File: src/source/uart_pkg.sv
// ================================================
// Serial link package
// Byte type and 115200 baud timing for a 50 MHz clock
// ================================================
package uart_pkg;

  // One character on the serial line
  typedef logic [7:0] byte_t;

  // 50 MHz / 115200 baud, rounded
  localparam logic [8:0] CLKS_PER_BIT = 9'd434;

  // Data bits per character, no parity
  localparam int DATA_BITS = 8;

endpackage

File: src/source/frame_pkg.sv
// ================================================
// Frame buffer package
// Image bank address map, image index and display types
// ================================================
package frame_pkg;

  // ================================================
  // Frame buffer addressing
  // ================================================
  typedef logic [22:0] addr_t;
  typedef logic [7:0]  img_idx_t;

  // Stored images start above the live raw frame
  localparam addr_t IMG_BASE   = 23'h100000;
  // One 640 by 480 image
  localparam addr_t IMG_STRIDE = 23'h04B000;
  localparam addr_t RAW_BASE   = 23'h000000;

  // Bytes sent per streamed frame
  localparam int FRAME_BYTES_DEFAULT = 307200;

  // ================================================
  // Status display
  // ================================================
  // Segments gfedcba, lit when low
  typedef logic [6:0] seg_t;

  localparam int NUM_DIGITS = 6;

endpackage

File: src/source/byte_tx_if.sv
// ================================================
// Byte handshake between frame streamer and transmitter
// ================================================
interface byte_tx_if;
  import uart_pkg::*;

  byte_t data;
  // One-cycle request, only while busy is low
  logic  start;
  logic  busy;
  // Pulses as busy falls
  logic  done;

  modport source (output data, output start, input busy, input done);
  modport sink (input data, input start, output busy, output done);

endinterface

File: src/source/uart_rx.sv
// ================================================
// Serial receiver, 8N1
// Samples mid-bit and flags each byte for one cycle
// ================================================
module uart_rx (
  input  logic            CLOCK_50,
  input  logic            DLY_RST_0,
  input  logic            rxd,
  output uart_pkg::byte_t rx_data,
  output logic            rx_valid
);
  import uart_pkg::*;

  typedef enum logic [1:0] {
    ST_IDLE,
    ST_START,
    ST_DATA,
    ST_STOP
  } rx_state_t;

  rx_state_t  state;
  logic       rxd_meta;
  logic       rxd_sync;
  logic [8:0] clk_cnt;
  logic [2:0] bit_cnt;
  logic       bit_done;
  byte_t      shreg;

  // Line is idle high
  always_ff @(posedge CLOCK_50 or negedge DLY_RST_0) begin
    if (!DLY_RST_0) begin
      rxd_meta <= 1'b1;
      rxd_sync <= 1'b1;
    end else begin
      rxd_meta <= rxd;
      rxd_sync <= rxd_meta;
    end
  end

  assign bit_done = (clk_cnt == CLKS_PER_BIT - 9'd1);

  // LSB arrives first
  always_ff @(posedge CLOCK_50) begin
    if (state == ST_DATA && bit_done) begin
      shreg <= {rxd_sync, shreg[DATA_BITS-1:1]};
    end
  end

  always_ff @(posedge CLOCK_50 or negedge DLY_RST_0) begin
    if (!DLY_RST_0) begin
      state    <= ST_IDLE;
      clk_cnt  <= '0;
      bit_cnt  <= '0;
      rx_data  <= '0;
      rx_valid <= 1'b0;
    end else begin
      rx_valid <= 1'b0;
      case (state)
        ST_IDLE: begin
          clk_cnt <= '0;
          bit_cnt <= '0;
          if (!rxd_sync) begin
            state <= ST_START;
          end
        end
        // Recheck the start bit half a bit later, drop glitches
        ST_START: begin
          if (clk_cnt == (CLKS_PER_BIT >> 1) - 9'd1) begin
            clk_cnt <= '0;
            state   <= rxd_sync ? ST_IDLE : ST_DATA;
          end else begin
            clk_cnt <= clk_cnt + 9'd1;
          end
        end
        ST_DATA: begin
          if (bit_done) begin
            clk_cnt <= '0;
            bit_cnt <= bit_cnt + 3'd1;
            if (bit_cnt == 3'(DATA_BITS - 1)) begin
              state <= ST_STOP;
            end
          end else begin
            clk_cnt <= clk_cnt + 9'd1;
          end
        end
        // Middle of the stop bit; a low stop bit is a framing error
        ST_STOP: begin
          if (bit_done) begin
            state <= ST_IDLE;
            if (rxd_sync) begin
              rx_data  <= shreg;
              rx_valid <= 1'b1;
            end
          end else begin
            clk_cnt <= clk_cnt + 9'd1;
          end
        end
        default: state <= ST_IDLE;
      endcase
    end
  end

endmodule

File: src/source/uart_tx.sv
// ================================================
// Serial transmitter, 8N1
// Start, busy and done handshake on the byte port
// ================================================
module uart_tx (
  input  logic     CLOCK_50,
  input  logic     DLY_RST_0,
  byte_tx_if.sink  tx,
  output logic     txd
);
  import uart_pkg::*;

  logic [DATA_BITS:0] shreg;
  logic [8:0]         clk_cnt;
  logic [3:0]         bit_idx;
  logic               bit_done;
  logic               load;

  assign load     = tx.start && !tx.busy;
  assign bit_done = tx.busy && (clk_cnt == CLKS_PER_BIT - 9'd1);

  // Data bits then stop bit, shifted out LSB first
  always_ff @(posedge CLOCK_50) begin
    if (load) begin
      shreg <= {1'b1, tx.data};
    end else if (bit_done) begin
      shreg <= {1'b1, shreg[DATA_BITS:1]};
    end
  end

  always_ff @(posedge CLOCK_50 or negedge DLY_RST_0) begin
    if (!DLY_RST_0) begin
      txd     <= 1'b1;
      tx.busy <= 1'b0;
      tx.done <= 1'b0;
      clk_cnt <= '0;
      bit_idx <= '0;
    end else begin
      tx.done <= 1'b0;
      if (load) begin
        // Start bit goes out right away
        txd     <= 1'b0;
        tx.busy <= 1'b1;
        clk_cnt <= '0;
        bit_idx <= '0;
      end else if (tx.busy) begin
        if (bit_done) begin
          clk_cnt <= '0;
          // Index 9 is the stop bit
          if (bit_idx == 4'(DATA_BITS + 1)) begin
            txd     <= 1'b1;
            tx.busy <= 1'b0;
            tx.done <= 1'b1;
          end else begin
            bit_idx <= bit_idx + 4'd1;
            txd     <= shreg[0];
          end
        end else begin
          clk_cnt <= clk_cnt + 9'd1;
        end
      end
    end
  end

endmodule

File: src/source/image_select.sv
// ================================================
// Image select and frame store control
// Current image, read base address and display restart
// ================================================
module image_select (
  input  logic               CLOCK_50,
  input  logic               DLY_RST_0,
  input  uart_pkg::byte_t    rx_data,
  input  logic               rx_valid,
  input  logic               sw_store,
  input  logic               sw_raw,
  output frame_pkg::img_idx_t cur_img,
  output frame_pkg::addr_t   read_base,
  output uart_pkg::byte_t    store_data,
  output logic               store_we,
  output logic               disp_restart
);
  import frame_pkg::*;

  logic                     raw_meta;
  logic                     raw_sync;
  logic [$bits(img_idx_t):0] pair_now;
  logic [$bits(img_idx_t):0] pair_q;

  // Raw mode reads the live frame
  assign read_base = sw_raw ? RAW_BASE : IMG_BASE + IMG_STRIDE * addr_t'(cur_img);

  // Select mode loads the image, store mode forwards the byte
  always_ff @(posedge CLOCK_50 or negedge DLY_RST_0) begin
    if (!DLY_RST_0) begin
      cur_img  <= '0;
      store_we <= 1'b0;
    end else begin
      store_we <= rx_valid && sw_store;
      if (rx_valid && !sw_store) begin
        cur_img <= rx_data;
      end
    end
  end

  always_ff @(posedge CLOCK_50) begin
    if (rx_valid && sw_store) begin
      store_data <= rx_data;
    end
  end

  // ================================================
  // Display restart on any image or mode change
  // ================================================
  always_ff @(posedge CLOCK_50 or negedge DLY_RST_0) begin
    if (!DLY_RST_0) begin
      raw_meta <= 1'b0;
      raw_sync <= 1'b0;
    end else begin
      raw_meta <= sw_raw;
      raw_sync <= raw_meta;
    end
  end

  assign pair_now = {cur_img, raw_sync};

  always_ff @(posedge CLOCK_50 or negedge DLY_RST_0) begin
    if (!DLY_RST_0) begin
      pair_q       <= '0;
      disp_restart <= 1'b1;
    end else begin
      pair_q       <= pair_now;
      disp_restart <= (pair_now == pair_q);
    end
  end

endmodule

File: src/source/frame_streamer.sv
// ================================================
// Frame streamer
// Sends one frame of pixel bytes to the transmitter
// ================================================
module frame_streamer #(
  parameter int FRAME_BYTES = frame_pkg::FRAME_BYTES_DEFAULT
) (
  input  logic             CLOCK_50,
  input  logic             DLY_RST_0,
  input  logic             key_start,
  input  logic             key_stop,
  input  uart_pkg::byte_t  pix_data,
  output logic             pix_req,
  byte_tx_if.source        tx,
  output logic             tx_active
);
  localparam int CNT_W = $clog2(FRAME_BYTES + 1);
  localparam logic [CNT_W-1:0] LAST_CNT = CNT_W'(FRAME_BYTES - 1);

  typedef enum logic [1:0] {
    ST_IDLE,
    ST_REQ,
    ST_LOAD,
    ST_WAIT
  } st_t;

  st_t              state;
  logic             start_meta;
  logic             start_sync;
  logic             start_prev;
  logic             stop_meta;
  logic             stop_sync;
  logic             start_press;
  logic             last_byte;
  logic [CNT_W-1:0] byte_cnt;

  // Keys are active low, idle high
  always_ff @(posedge CLOCK_50 or negedge DLY_RST_0) begin
    if (!DLY_RST_0) begin
      start_meta <= 1'b1;
      start_sync <= 1'b1;
      start_prev <= 1'b1;
      stop_meta  <= 1'b1;
      stop_sync  <= 1'b1;
    end else begin
      start_meta <= key_start;
      start_sync <= start_meta;
      start_prev <= start_sync;
      stop_meta  <= key_stop;
      stop_sync  <= stop_meta;
    end
  end

  assign start_press = !start_sync && start_prev;
  assign last_byte   = (byte_cnt == LAST_CNT);

  // Stop wins over start
  always_ff @(posedge CLOCK_50 or negedge DLY_RST_0) begin
    if (!DLY_RST_0) begin
      tx_active <= 1'b0;
      byte_cnt  <= '0;
    end else if (!stop_sync) begin
      tx_active <= 1'b0;
    end else if (start_press) begin
      tx_active <= 1'b1;
      byte_cnt  <= '0;
    end else if (tx.done && tx_active) begin
      byte_cnt <= byte_cnt + 1'b1;
      if (last_byte) begin
        tx_active <= 1'b0;
      end
    end
  end

  // ================================================
  // Request, load, wait for done
  // ================================================
  always_ff @(posedge CLOCK_50 or negedge DLY_RST_0) begin
    if (!DLY_RST_0) begin
      state <= ST_IDLE;
    end else begin
      case (state)
        ST_IDLE: begin
          if (tx_active && !tx.busy) begin
            state <= ST_REQ;
          end
        end
        ST_REQ:  state <= ST_LOAD;
        ST_LOAD: state <= ST_WAIT;
        // An aborted character still runs to its stop bit
        ST_WAIT: begin
          if (tx.done) begin
            state <= (tx_active && !last_byte) ? ST_REQ : ST_IDLE;
          end
        end
        default: state <= ST_IDLE;
      endcase
    end
  end

  assign pix_req  = (state == ST_REQ);
  // Pixel arrives the cycle after the request
  assign tx.start = (state == ST_LOAD);
  assign tx.data  = pix_data;

endmodule

File: src/source/hex_display.sv
// ================================================
// Six-digit status display
// Image, last received byte and streaming flag
// ================================================
module hex_display (
  input  frame_pkg::img_idx_t cur_img,
  input  uart_pkg::byte_t     last_rx,
  input  logic                tx_active,
  output frame_pkg::seg_t     hex0,
  output frame_pkg::seg_t     hex1,
  output frame_pkg::seg_t     hex2,
  output frame_pkg::seg_t     hex3,
  output frame_pkg::seg_t     hex4,
  output frame_pkg::seg_t     hex5
);
  import frame_pkg::*;

  logic [4*NUM_DIGITS-1:0] value;
  seg_t                    segs [NUM_DIGITS];

  function automatic seg_t hex_to_seg(input logic [3:0] digit);
    case (digit)
      4'h0:    return 7'b1000000;
      4'h1:    return 7'b1111001;
      4'h2:    return 7'b0100100;
      4'h3:    return 7'b0110000;
      4'h4:    return 7'b0011001;
      4'h5:    return 7'b0010010;
      4'h6:    return 7'b0000010;
      4'h7:    return 7'b1111000;
      4'h8:    return 7'b0000000;
      4'h9:    return 7'b0010000;
      4'hA:    return 7'b0001000;
      4'hB:    return 7'b0000011;
      4'hC:    return 7'b1000110;
      4'hD:    return 7'b0100001;
      4'hE:    return 7'b0000110;
      default: return 7'b0001110;
    endcase
  endfunction

  // Top digit stays at zero
  assign value = {4'h0, 3'b000, tx_active, last_rx, cur_img};

  always_comb begin
    for (int i = 0; i < NUM_DIGITS; i++) begin
      segs[i] = hex_to_seg(value[4*i +: 4]);
    end
  end

  assign hex0 = segs[0];
  assign hex1 = segs[1];
  assign hex2 = segs[2];
  assign hex3 = segs[3];
  assign hex4 = segs[4];
  assign hex5 = segs[5];

endmodule

File: src/source/image_bank_top.sv
// ================================================
// Image bank controller top level
// Serial command link, image select and frame streaming
// ================================================
module image_bank_top #(
  parameter int FRAME_BYTES = frame_pkg::FRAME_BYTES_DEFAULT
) (
  input  logic             CLOCK_50,
  input  logic             DLY_RST_0,
  input  logic             uart_rxd,
  input  logic             key_start,
  input  logic             key_stop,
  input  logic             sw_store,
  input  logic             sw_raw,
  input  uart_pkg::byte_t  pix_data,
  output logic             uart_txd,
  output logic             pix_req,
  output frame_pkg::addr_t read_base,
  output uart_pkg::byte_t  store_data,
  output logic             store_we,
  output logic             disp_restart,
  output frame_pkg::seg_t  hex0,
  output frame_pkg::seg_t  hex1,
  output frame_pkg::seg_t  hex2,
  output frame_pkg::seg_t  hex3,
  output frame_pkg::seg_t  hex4,
  output frame_pkg::seg_t  hex5
);

  uart_pkg::byte_t     rx_data;
  logic                rx_valid;
  frame_pkg::img_idx_t cur_img;
  logic                tx_active;

  byte_tx_if tx_bus ();

  // Command path
  uart_rx u_rx (
    .CLOCK_50  (CLOCK_50),
    .DLY_RST_0 (DLY_RST_0),
    .rxd       (uart_rxd),
    .rx_data   (rx_data),
    .rx_valid  (rx_valid)
  );

  image_select u_sel (
    .CLOCK_50     (CLOCK_50),
    .DLY_RST_0    (DLY_RST_0),
    .rx_data      (rx_data),
    .rx_valid     (rx_valid),
    .sw_store     (sw_store),
    .sw_raw       (sw_raw),
    .cur_img      (cur_img),
    .read_base    (read_base),
    .store_data   (store_data),
    .store_we     (store_we),
    .disp_restart (disp_restart)
  );

  // Frame stream path
  frame_streamer #(
    .FRAME_BYTES (FRAME_BYTES)
  ) u_stream (
    .CLOCK_50  (CLOCK_50),
    .DLY_RST_0 (DLY_RST_0),
    .key_start (key_start),
    .key_stop  (key_stop),
    .pix_data  (pix_data),
    .pix_req   (pix_req),
    .tx        (tx_bus.source),
    .tx_active (tx_active)
  );

  uart_tx u_tx (
    .CLOCK_50  (CLOCK_50),
    .DLY_RST_0 (DLY_RST_0),
    .tx        (tx_bus.sink),
    .txd       (uart_txd)
  );

  hex_display u_hex (
    .cur_img   (cur_img),
    .last_rx   (rx_data),
    .tx_active (tx_active),
    .hex0      (hex0),
    .hex1      (hex1),
    .hex2      (hex2),
    .hex3      (hex3),
    .hex4      (hex4),
    .hex5      (hex5)
  );

endmodule

File: config.mk
export PLATFORM = sky130hd
export DESIGN_NAME = image_bank_top
export DESIGN_NICKNAME = d
export VERILOG_FILES = /design/src/source/uart_pkg.sv /design/src/source/frame_pkg.sv /design/src/source/byte_tx_if.sv /design/src/source/uart_rx.sv /design/src/source/uart_tx.sv /design/src/source/image_select.sv /design/src/source/frame_streamer.sv /design/src/source/hex_display.sv /design/src/source/image_bank_top.sv
export SDC_FILE = /design/constraint.sdc
export NUM_CORES = 1
export LEC_CHECK = 0
export BUFFER_PORTS_ARGS = -buffer_cell sky130_fd_sc_hd__buf_2
export CAP_MARGIN = 25
export CORE_UTILIZATION = 37
export DETAILED_ROUTE_END_ITERATION = 10
export GPL_ROUTABILITY_DRIVEN = 0
export PLACE_DENSITY = 0.51
export SETUP_SLACK_MARGIN = 0.4
export SLEW_MARGIN = 30
export SYNTH_ARGS = -nofsm -noshare
export SYNTH_HDL_FRONTEND = slang
export SYNTH_SLANG_ARGS = --single-unit
File: constraint.sdc
create_clock -name CLOCK_50 -period 6.8 [get_ports CLOCK_50]
set_input_delay 0.34 -clock CLOCK_50 [delete_from_list [all_inputs] [get_ports CLOCK_50]]
set_output_delay 0.34 -clock CLOCK_50 [all_outputs]
set_load 0.02 [all_outputs]
# Yosys cells after proc, flatten, opt, wreduce, memory -nomap -nowiden
# Memories as Yosys holds them, arrays and structs flattened.
# Index checks and enable logic that the tools add are counted.
# classes
n_mux,48
add_sub_neg,6
eq_ne,24
mul,1
reduce_logical,27
# ops
op,n
9-bit 2-to-1 mux,6
19-bit 2-to-1 mux,2
9-bit one-hot mux with 4 select lines,1
21-bit by 23-bit adder with 23-bit output (first input constant),1
23-bit 2-to-1 mux,1
1-bit 2-to-1 mux,20
19-bit by 1-bit adder with 19-bit output (second input constant),1
19-bit equality test (second input constant),1
9-bit by 1-bit adder with 9-bit output (second input constant),2
9-bit equality test (second input constant),2
2-bit 2-to-1 mux,8
4-bit 2-to-1 mux,4
8-bit 2-to-1 mux,2
2-bit one-hot mux with 4 select lines,2
2-bit by 1-bit != test with 1-bit output (second input constant),6
7-bit by 8-bit multiplier with 11-bit output (first input constant),1
2-bit AND reduction,5
9-bit by 8-bit equality test with 1-bit output (second input constant),1
9-bit equality test,1
1-bit logical AND,9
2-bit equality test (second input constant),4
2-bit nonzero test,4
2-bit != test (second input constant),3
3-bit != test (second input constant),2
11 further kinds,17
# word_totals
wordCells,141
output_inout_bits,77
input_bits,15
rom_bits,672
regBits,113
n_memories,6
# memory_table
name,depth,width,rd,rd_clocked_by_memory_dff,wr,line_no,text
(no name shown),16,7,1,0,0,hex_display.sv:22,case (digit)
(no name shown),16,7,1,0,0,hex_display.sv:22,
(no name shown),16,7,1,0,0,hex_display.sv:22,
(no name shown),16,7,1,0,0,hex_display.sv:22,
(no name shown),16,7,1,0,0,hex_display.sv:22,
(no name shown),16,7,1,0,0,hex_display.sv:22,

# Longest topological paths before layout
# Gate-level depths: netlist (run 1).
# logic_depth
word_depth,6
depth_mapped,16
ltp_nobuf,16

# Hierarchy
# From an unflattened synthesis (run 1), not the netlist that was laid out.
# hier_totals
cells_unflattened,695
hier_area_um2,7408.4
# by_module_without_submodules
mod,cells_each,area_per_inst_um2,seq_area_each_um2,n_inst
image_select,172,1984.4,767.0,1
uart_rx,117,1539.0,868.3,1
frame_streamer,144,1443.9,681.9,1
uart_tx,116,1248.7,641.9,1
hex_display,146,1192.4,0.0,1

# Worst setup path after synthesis (run 1)
# No wires, ideal clock.
# synth_path
kind,register to output
start,reg u_sel.cur_img[4]
end,out read_base[22]
path_stages_with_launch,16
required_ns,6.460
arrival_time_ns,4.414
path_buffers,0
setup_slack_ns,2.046
cell_sequence,dfrtp_1 ha_1 ha_1 inv_1 fa_1 fa_1 inv_1 ha_1 or4_1 o22ai_1 xnor2_1 ha_1 xnor2_1 xnor3_1 nand3_1 nor3b_1
# synth_via
elab_chain_cells,3
# synth_lines
element,line_no,text
start: declaration,image_select.sv:12,"output frame_pkg::img_idx_t cur_img,"
start signal: assignment,image_select.sv:36,cur_img <= rx_data;
7-bit by 8-bit multiplier with 11-bit output,image_select.sv:26,assign read_base = sw_raw ? RAW_BASE : IMG_BASE + IMG_STRIDE * addr_t'(cur_img);
21-bit by 23-bit adder with 23-bit output,image_select.sv:26,
23-bit 2-to-1 mux,image_select.sv:26,
end: declaration,image_bank_top.sv:18,"output frame_pkg::addr_t read_base,"
# No other way between the ends.

# Worst setup path after layout (run 1)
# layout_path
start,reg u_sel.cur_img[3]
end,out read_base[22]
# Same word-level chain as after synthesis.

==> results by group, run 1 <==
Synthesis
  • Post-synthesis cell type count: 70
  • Ys async rst share: 78.8%
  • Post-synth EDFFs: 24
  • Mapped cell area: 7030 um2
  • Synthesized instance count: 689
  • Top area cells in the synthesized netlist: dfrtp_1 (28%), ha_1 (12%), edfxtp_1 (10%), nand2_1 (3.7%), dfstp_2 (3.4%)
  • Mean Syn Cell Area: 10.2 um2
  • Synth area leader: dfrtp_1
  • Sequential fraction of the synthesis area: 42.1%
  • Synth warnings: 0
  • Post-synth top flop: dfrtp_1
  • Seq cells post-synth: 113
  • Share of the synthesized area in the top cell type: 28.5%

Clock tree
  • H-Tree Level Count: 4
  • Post-CTS Hold Buffers: 1
  • Root buf cell: clkbuf_16
  • Clock sink total: 113
  • CTS tree: yes
  • # resized after CTS: 0
  • CTS clk-pin slew, worst paths: 0.05 ns
  • Max Buffers Root-to-Sink: 2
  • Clock Latency Late Sink: 0.42 ns
  • Post-CTS setup buffers: 0
  • Clock buffer count from CTS: 17

Route
  • Routed wire per std cell: 14.1 um
  • Avg Vias per Cell: 5.11
  • Final WL: 14.2 mm
  • Drt first pass iters: 4
  • Via count: 5,135
  • 1st-iter DRT viols: 294
  • DRC: 0
  • Post-DRT Antenna Nets: 0

Timing
  • Final setup violation count: 0
  • RSZ-0062 raised after global routing: false
  • Post-Route Skew: 0.00964 ns
  • Worst-Margin Slew: 0.896 ns
  • Slew headroom: 38.7%
  • Hold_ws: 0.0183 ns
  • Final Hold Vio Count: 0
  • Post-route setup slack: 1.42 ns
  • Tmin final: 5.38 ns
  • Setup TNS after final layout: 0 ns
  • Fin. max-slew vios: 0
  • Final worst-path cycle share: 79.1%
  • Fmax achieved: 0.186 GHz

Layout
  • Layout Nets: 845
  • Share of layout cells above drive strength 1: 18.4%
  • Commonest cells after routing, fill and taps aside: dfrtp_1 (80), nand2_1 (69), buf_2 (68)
  • Area growth syn-to-layout: 15.2%
  • Post-route cell area: 8100 um2
  • Most common cell after layout, fill and taps aside: dfrtp_1
  • Register area: 2960 um2
  • Antenna fix cells: 0
  • Area of the multi-input gates: 3730 um2
  • Layout fillers: 1,791

Worst hold path
  • Worst Hold Path Cells: 1
  • Hold Startpoint: key_stop
  • Worst hold path class: in2reg
  • WHS Endpoint: u_stream.stop_meta

Place
  • I/O Buffers: 69
  • DP Wirelength: 10.2 mm
  • Placed Area: 7500 um2
  • DP Worst Slack: 1.82 ns

Pwr
  • Lkg Pwr: 3.60 nW
  • Worst VDD drop: 0.165 mV
  • Cell Pwr Density: 223 nW/um2

Critical path
  • Worst R2R End: u_tx.shreg[4]
  • Setup CP Type: reg2out
  • Reg2reg path depth: 4
  • CP most frequent cell: ha_1
  • Crit-path max FO: 19
  • Reg-to-reg slack, setup: 4.56 ns
  • Critical Path Sink Type: primary output
  • Crit-path cells: ha_1 -> ha_1 -> inv_1 -> fa_1 -> fa_1 -> inv_1 -> ha_1 -> or4_1 -> o22ai_1 -> xnor2_1 -> ha_1 -> xnor2_1 -> xnor3_1 -> nand3_1 -> nor3b_1 -> buf_2
  • Crit path DAT: 5.04 ns
  • Reg-to-Reg Start: u_stream.state[0]
  • Worst Setup Start Kind: flop
  • CP Data Required Time: 6.46 ns
  • Slowest cell on crit path: dfrtp_1
  • Largest stage delay on the critical path: 0.80 ns

Floorplan
  • Die area: 19,600 um2
  • Site Rows: 50
  • IO Pins: 92
  • Starting Density: 37.7%
  • Die height: 140 um
  • Die X: 140 um
  • Core area: 18,600 um2

Global route
  • Initial antenna violation count: 0
  • First-pass GRT wire length: 24.4 mm
  • Vias in the first global route: 4,990
  • Largest net degree at the start of global routing: 46
  • Total GRT Usage: 15.5%
  • Grt ovf: 0

Status
  • Status: complete, no violations

Flow run
  • Max Cap Viol: 0
metal layers:
layer | GRT usage [%] | wire [um] | up-vias
met3 | 3.10 | 460 | 14
met2 | 24.7 | 6810 | 91
met5 | 0 | 0 | -
met1 | 20.6 | 6700 | 2512
li1 | - | - | 2518
met4 | 6.59 | 208 | 0
state kept, by name (all words and copies together), names as in the netlist, 3 cells and up, named ones only:
register / cells
u_rx.clk_cnt: 9
u_rx.rx_data: 8
u_stream.byte_cnt: 19
u_sel.pair_q: 9
u_rx.shreg: 8
u_tx.bit_idx: 4
u_tx.shreg: 8
u_sel.cur_img: 8
u_tx.clk_cnt: 9
u_sel.store_data: 8
u_rx.bit_cnt: 3
cell usage after synthesis (5+ instances only):
| cell | n |
|---|---|
| dfrtp_1 | 80 |
| nand2_1 | 69 |
| ha_1 | 66 |
| nor2_1 | 50 |
| o21ai_0 | 40 |
| inv_1 | 39 |
| buf_4 | 26 |
| edfxtp_1 | 24 |
| a21oi_1 | 23 |
| mux2i_1 | 21 |
| nand3_1 | 20 |
| xnor2_1 | 18 |
| nor2b_1 | 13 |
| clkbuf_1 | 12 |
| mux2_2 | 12 |
| xor2_1 | 12 |
| dfstp_2 | 9 |
| nand2b_1 | 9 |
| a22o_1 | 8 |
| fa_1 | 7 |
| nand4_1 | 7 |
| o31ai_1 | 7 |
| or2_2 | 7 |
| nor3_1 | 6 |
| or3_1 | 6 |
| or4_1 | 6 |
| and2_1 | 5 |
| or3b_2 | 5 |
worst max-delay path, delay by kind of cell, from the launching register on:
| kind | cells | cell delay, ns |
|---|---|---|
| AO/OA/AOI/OAI | 1 | 0.17 |
| adder cells (fa/ha/maj) | 6 | 1.89 |
| XOR/XNOR | 3 | 0.70 |
| AND/OR/NAND/NOR | 3 | 0.76 |
| buffers and inverters | 3 | 0.30 |
| flip-flops | 1 | 0.80 |
worst max path at each step:
stage	from	endpoint	slack (ns)	cells after the start
finish	u_sel.cur_img[3]	read_base[22]	1.42	16
global route	u_sel.cur_img[3]	read_base[22]	0.98	16
CTS	u_sel.cur_img[3]	read_base[22]	1.38	16
detailed placement	u_sel.cur_img[3]	read_base[22]	1.82	16
global placement	u_sel.cur_img[3]	read_base[22]	1.94	16
floorplan	u_sel.cur_img[4]	read_base[22]	2.05	15
power breakdown:
group	internal (W)	switching, W	leakage [nW]	total (W)
registers	0.000725	0.0000394	1.34	0.000765
logic	0.0000628	0.0000989	1.98	0.000162
clock network	0.000579	0.000299	0.284	0.000877
layout make-up:
cell class	instances	share of cell area, %
Clock inverter	12	1.73
Clock buffer	20	5.52
Inverter	41	1.90
Sequential cell	113	36.5
Multi-Input combinational cell	512	46.1
Tap cell	234	3.62
Timing Repair Buffer	72	4.60
metrics by stage:
stage          cells  util (%)  power, W
2_1_floorplan    709         -  0.000897
3_3_place_gp     971      40.2  0.000931
3_5_place_dp     971      40.2  0.000937
4_1_cts         1004      43.4   0.00183
5_1_grt         1004      43.4   0.00188
6_report        1004      43.4   0.00180
kinds of logic after synthesis:
group | count (synthesis) | share of synthesized area, %
adder cells (fa/ha/maj) | 73 | 13.7
multiplexers | 37 | 6.19
AND/OR/NAND/NOR | 232 | 17.2
XOR/XNOR | 31 | 4.06
buffers and inverters | 84 | 5.91
flip-flops | 113 | 42.1
other | 2 | 0.107
AO/OA/AOI/OAI | 117 | 10.7
Note: power is estimated with default switching activity, not from simulation.
==> run 2: changes to the inputs <==
- PLACE_DENSITY: 0.51 -> 0.53
- clock period: 6.8 -> 4.33 ns (I/O delays scaled with it)
==> results by group, run 2 (synthesized netlist as in run 1, its figures left out) <==
Global route
  • Met1 Track Usage GR: 20.5%
  • First-pass GRT wire length: 24.4 mm
  • Total GRT Usage: 15.7%
  • Initial antenna violation count: 0
  • Grt ovf: 0
  • Vias in the first global route: 5,004
  • Largest net degree at the start of global routing: 46
  • Global route hottest layer: met2
  • GR Util met3: 3.61%
  • M2 GR Usage: 25.3%

Pwr
  • Switching part of the total: 24.0%
  • Worst VDD drop: 0.239 mV
  • Lkg Pwr: 3.69 nW
  • Pwr Total: 0.00285 W
  • Reg power frac: 42.2%
  • Cell Pwr Density: 339 nW/um2
  • Logic gate share of total power: 9.0%
  • Clock network fraction of total power: 48.8%
  • Internal power: 0.00216 W
  • Switch Pwr: 0.000684 W

Timing
  • Tmin final: 4.48 ns
  • Slew headroom: 38.7%
  • Final Hold Vio Count: 0
  • Fmax achieved: 0.223 GHz
  • Post-Route Skew: 0.0112 ns
  • Setup TNS after final layout: -0.146 ns
  • RSZ-0062 raised after global routing: true
  • Worst-Margin Slew: 0.896 ns
  • Final setup violation count: 1
  • Fin. max-slew vios: 0
  • Post-route setup slack: -0.146 ns
  • Final worst-path cycle share: 103%

Route
  • Post-DRT Antenna Nets: 0
  • Via count: 5,134
  • Drt first pass iters: 5
  • Avg Vias per Cell: 5.04
  • Final WL: 14.5 mm
  • Routed wire per std cell: 14.2 um
  • DRC: 0
  • 1st-iter DRT viols: 281

Layout
  • Post-route cell area: 8410 um2
  • Area growth syn-to-layout: 19.6%
  • Max reg flops: 19
  • Most common cell after layout, fill and taps aside: dfrtp_1
  • Commonest cells after routing, fill and taps aside: dfrtp_1 (76), nand2_1 (69), buf_2 (66)
  • Reg with most FFs: u_stream.byte_cnt
  • Share of layout cells above drive strength 1: 23.3%
  • Antenna fix cells: 0
  • Layout Nets: 860
  • Layout fillers: 1,770
  • Register area: 2960 um2
  • Area of the multi-input gates: 3890 um2

Flow run
  • Max Cap Viol: 0

Status
  • Failing checks: negative setup slack
  • Status: finished, violations left

Critical path
  • Reg-to-Reg Start: u_stream.state[0]
  • Reg2reg path depth: 4
  • CP most frequent cell: ha_4
  • Largest stage delay on the critical path: 0.52 ns
  • Crit-path cells: ha_4 -> ha_4 -> inv_2 -> fa_1 -> fa_1 -> inv_2 -> ha_4 -> or4_4 -> o22ai_4 -> xnor2_2 -> ha_4 -> xnor2_2 -> xnor3_1 -> nand3_1 -> nor3b_4 -> buf_6
  • Worst R2R End: u_tx.shreg[1]
  • Setup CP Type: reg2out
  • Crit-path max FO: 2
  • Critical Path Sink Type: primary output
  • Worst Setup Start Kind: flop
  • Slowest cell on crit path: or4_4
  • Crit path DAT: 4.26 ns
  • Reg-to-reg slack, setup: 2.07 ns
  • CP Data Required Time: 4.11 ns

Floorplan
  • Die area: 19,600 um2
  • Die height: 140 um
  • Core area: 18,600 um2
  • Die X: 140 um
  • Starting Density: 37.7%
  • IO Pins: 92
  • Site Rows: 50

Clock tree
  • CTS tree: yes
  • Clock sink total: 113
  • H-Tree Level Count: 4
  • CTS clk-pin slew, worst paths: 0.05 ns
  • Clock buffer count from CTS: 17
  • Root buf cell: clkbuf_16
  • Max Buffers Root-to-Sink: 2
  • Clock Latency Late Sink: 0.41 ns

Worst hold path
  • WHS Endpoint: u_tx.shreg[4]
  • Worst hold path class: in2reg
  • Hold Startpoint: pix_data[4]
  • Worst Hold Path Cells: 3

Place
  • DP Worst Slack: 0.169 ns
  • I/O Buffers: 69
  • Placed Area: 7600 um2
  • DP Wirelength: 10.4 mm
==> run 2: cell types whose count changed in the layout (fill, tap and decap cells not counted), sizes merged <==
cell	previous run	this run
buf	71	83
bufinv	3	2
clkinvlp	1	3
clkbuf	20	24
clkinv	10	5
dlygate4sd3	1	4
==> run 2: critical path: cells and delay by family (launching register included) <==
family          cells  cell delay, ns
compound gates      1            0.14
xor+xnor            3            0.52
buf+inv             3            0.22
fa+ha+maj           6            1.78
simple gates        3            0.80
flops               1            0.42
==> run 2: repair_timing <==
action	CTS	global route
setup endpoints to repair	2	3
buffers inserted	2	1
pin swaps	3	5
hold buffers	4	0
hold endpoints to repair	46	0
gates resized for setup	14	14
gates cloned	0	0
==> run 2: final cells by class <==
type | instances | area share, %
multi-input combinational | 512 | 46.2
inverter | 41 | 1.83
tap | 234 | 3.48
sequential | 113 | 35.3
clock inverter | 8 | 1.21
timing repair buffer | 87 | 6.01
clock buffer | 24 | 5.98
==> run 2: stage by stage <==
step / cells / hold slack [ns] / utilization, %
after floorplan: 709 / -0.0791 / -
after global placement: 980 / 0.261 / 40.8
after detailed placement: 980 / 0.267 / 40.8
after CTS: 1018 / 0.0512 / 44.8
after global routing: 1019 / 0.0612 / 45.1
final: 1019 / 0.0716 / 45.1
==> run 2: routing by layer <==
layer | up-vias | routed length, um
met5 | - | 0
met4 | 0 | 246
met3 | 15 | 367
met2 | 80 | 7040
met1 | 2483 | 6860
li1 | 2556 | -
==> run 2: power groups by stage <==
stage	Clock (W)	Combinational (W)	Sequential, W
final	0.00139	0.000256	0.00120
after floorplan	0	0.000205	0.00120
after CTS	0.00142	0.000259	0.00120
after detailed placement	0	0.000252	0.00122
after global placement	0	0.000245	0.00122
after global routing	0.00148	0.000297	0.00121
==> run 2: worst max-delay path by stage <==
stage | from | slack (ns) | cells after the start | endpoint
2_1_floorplan | u_sel.cur_img[6] | 0.33 | 15 | read_base[22]
3_3_place_gp | u_sel.cur_img[5] | 0.19 | 16 | read_base[22]
3_5_place_dp | u_sel.cur_img[5] | 0.17 | 16 | read_base[22]
4_1_cts | u_sel.cur_img[6] | -0.16 | 16 | read_base[22]
5_1_grt | u_sel.cur_img[6] | -0.32 | 16 | read_base[22]
6_report | u_sel.cur_img[6] | -0.15 | 16 | read_base[22]
==> run 3: changes to the inputs <==
- HOLD_SLACK_MARGIN: default -> 0.03
- RECOVER_POWER: default -> 25
==> results by group, run 3 (synthesized netlist as in run 1, its figures left out) <==
Route
  • Final WL: 14.5 mm
  • DRC: 0
  • 1st-iter DRT viols: 285
  • Routed wire per std cell: 14.2 um
  • Avg Vias per Cell: 5.05
  • Via count: 5,141
  • Drt first pass iters: 4
  • Post-DRT Antenna Nets: 0

Critical path
  • Crit-path max FO: 2
  • Setup CP Type: reg2out
  • Critical Path Sink Type: primary output
  • Crit path DAT: 4.26 ns
  • CP Data Required Time: 4.11 ns
  • Reg-to-reg slack, setup: 2.07 ns
  • Reg2reg path depth: 4
  • Worst Setup Start Kind: flop
  • Reg-to-Reg Start: u_stream.state[0]
  • Worst R2R End: u_tx.shreg[1]

Pwr
  • Lkg Pwr: 3.68 nW
  • Worst VDD drop: 0.239 mV
  • Cell Pwr Density: 339 nW/um2

Place
  • I/O Buffers: 69
  • DP Wirelength: 10.4 mm
  • DP Worst Slack: 0.169 ns

Layout
  • Antenna fix cells: 0
  • Share of layout cells above drive strength 1: 22.8%
  • Max reg flops: 19
  • Reg with most FFs: u_stream.byte_cnt
  • Most common cell after layout, fill and taps aside: dfrtp_1
  • Area growth syn-to-layout: 19.5%
  • Layout Nets: 860
  • Commonest cells after routing, fill and taps aside: dfrtp_1 (76), nand2_1 (69), buf_2 (66)
  • Final design utilization: 45.1%

Worst hold path
  • WHS Endpoint: u_tx.shreg[4]
  • Hold Startpoint: pix_data[4]
  • Worst hold path class: in2reg
  • Worst Hold Path Cells: 3

Status
  • Failing checks: max-capacitance violations, max-slew violations, negative setup slack
  • Status: finished, violations left

Global route
  • First-pass GRT wire length: 24.4 mm
  • Total GRT Usage: 15.7%
  • Grt ovf: 0
  • Initial antenna violation count: 0
  • Vias in the first global route: 5,004
  • Largest net degree at the start of global routing: 46

Timing
  • Worst-Margin Slew: 2.46 ns
  • Fin. max-slew vios: 46
  • Slew headroom: -64.2%
  • Setup TNS after final layout: -0.148 ns
  • Tmin final: 4.48 ns
  • RSZ-0062 raised after global routing: true
  • Post-route setup slack: -0.148 ns
  • Final worst-path cycle share: 103%
  • Hold_ws: 0.0728 ns
  • Fmax achieved: 0.223 GHz
  • Post-Route Skew: 0.0157 ns
  • Final setup violation count: 1
  • Final Hold Vio Count: 0

Floorplan
  • IO Pins: 92
  • Die area: 19,600 um2
  • Die height: 140 um
  • Starting Density: 37.7%
  • Die X: 140 um
  • Core area: 18,600 um2
  • Site Rows: 50

Clock tree
  • H-Tree Level Count: 4
  • Root buf cell: clkbuf_16
  • Clock sink total: 113
  • Max Buffers Root-to-Sink: 2
  • CTS tree: yes
  • CTS clk-pin slew, worst paths: 0.05 ns
  • Clock Latency Late Sink: 0.41 ns
  • Clock buffer count from CTS: 17

Flow run
  • Max Cap Viol: 1
## run 3: cell types whose count changed in the layout (fill, tap and decap cells not counted)
| cell | previous run | this run |
|---|---|---|
| buf_4 | 15 | 13 |
| dfstp_2 | 9 | 7 |
| dfstp_1 | 0 | 2 |
| clkbuf_1 | 3 | 5 |
| and2_0 | 0 | 1 |
| and2_1 | 5 | 4 |
## run 3: worst max-delay path, stage by stage (launching register included)
cell and delay (ns):
dfrtp_2 0.42, ha_4 0.25, ha_4 0.26, inv_2 0.03, fa_1 0.44, fa_1 0.51, inv_2 0.05, ha_4 0.15
or4_4 0.52, o22ai_4 0.14, xnor2_2 0.16, ha_4 0.17, xnor2_2 0.10, xnor3_1 0.26, nand3_1 0.09, nor3b_4 0.19
buf_6 0.14
## run 3: metal layers
metal	part of all wire, %	GRT usage [%]
met1	48	20.5
met2	48	25.3
met3	2.7	3.61
met4	1.6	6.02
met5	0	0
## run 3: worst max-delay path by stage
stage,start,endpoint,slack [ns],depth (start not counted)
2_1_floorplan,u_sel.cur_img[6],read_base[22],0.33,15
3_3_place_gp,u_sel.cur_img[5],read_base[22],0.19,16
3_5_place_dp,u_sel.cur_img[5],read_base[22],0.17,16
4_1_cts,u_sel.cur_img[6],read_base[22],-0.16,16
5_1_grt,u_sel.cur_img[6],read_base[22],-0.32,16
6_report,u_sel.cur_img[6],read_base[22],-0.15,16
## run 3: power by group
group	internal [W]	switching, W	total (W)
sequential	0.00114	0.0000633	0.00120
clock	0.000925	0.000467	0.00139
combinational	0.000100	0.000155	0.000255
total	0.00216	0.000686	0.00285
## run 3: cell type report
class / count / area, um2
Clock buffer: 24 / 503
Clock inverter: 8 / 101
Fill cell: 1771 / 10200
Inverter: 41 / 154
Multi-Input combinational cell: 512 / 3890
Sequential cell: 113 / 2960
Tap cell: 234 / 293
Timing Repair Buffer: 87 / 498
## run 3: what timing repair did
item | in CTS | in global routing
buffers inserted | 2 | 1
pin swaps | 3 | 5
gates resized for setup | 14 | 14
hold buffers | 4 | 0
setup endpoints to repair | 2 | 3
endpoints found under the hold margin | 46 | 0
## run 3: stage by stage
step | cells | cell area (um2) | total power, W
3_5_place_dp | 980 | 7600 | 0.00147
4_1_cts | 1018 | 8340 | 0.00288
6_report | 1019 | 8400 | 0.00285
2_1_floorplan | 709 | 7140 | 0.00141
5_1_grt | 1019 | 8400 | 0.00299
3_3_place_gp | 980 | 7600 | 0.00146
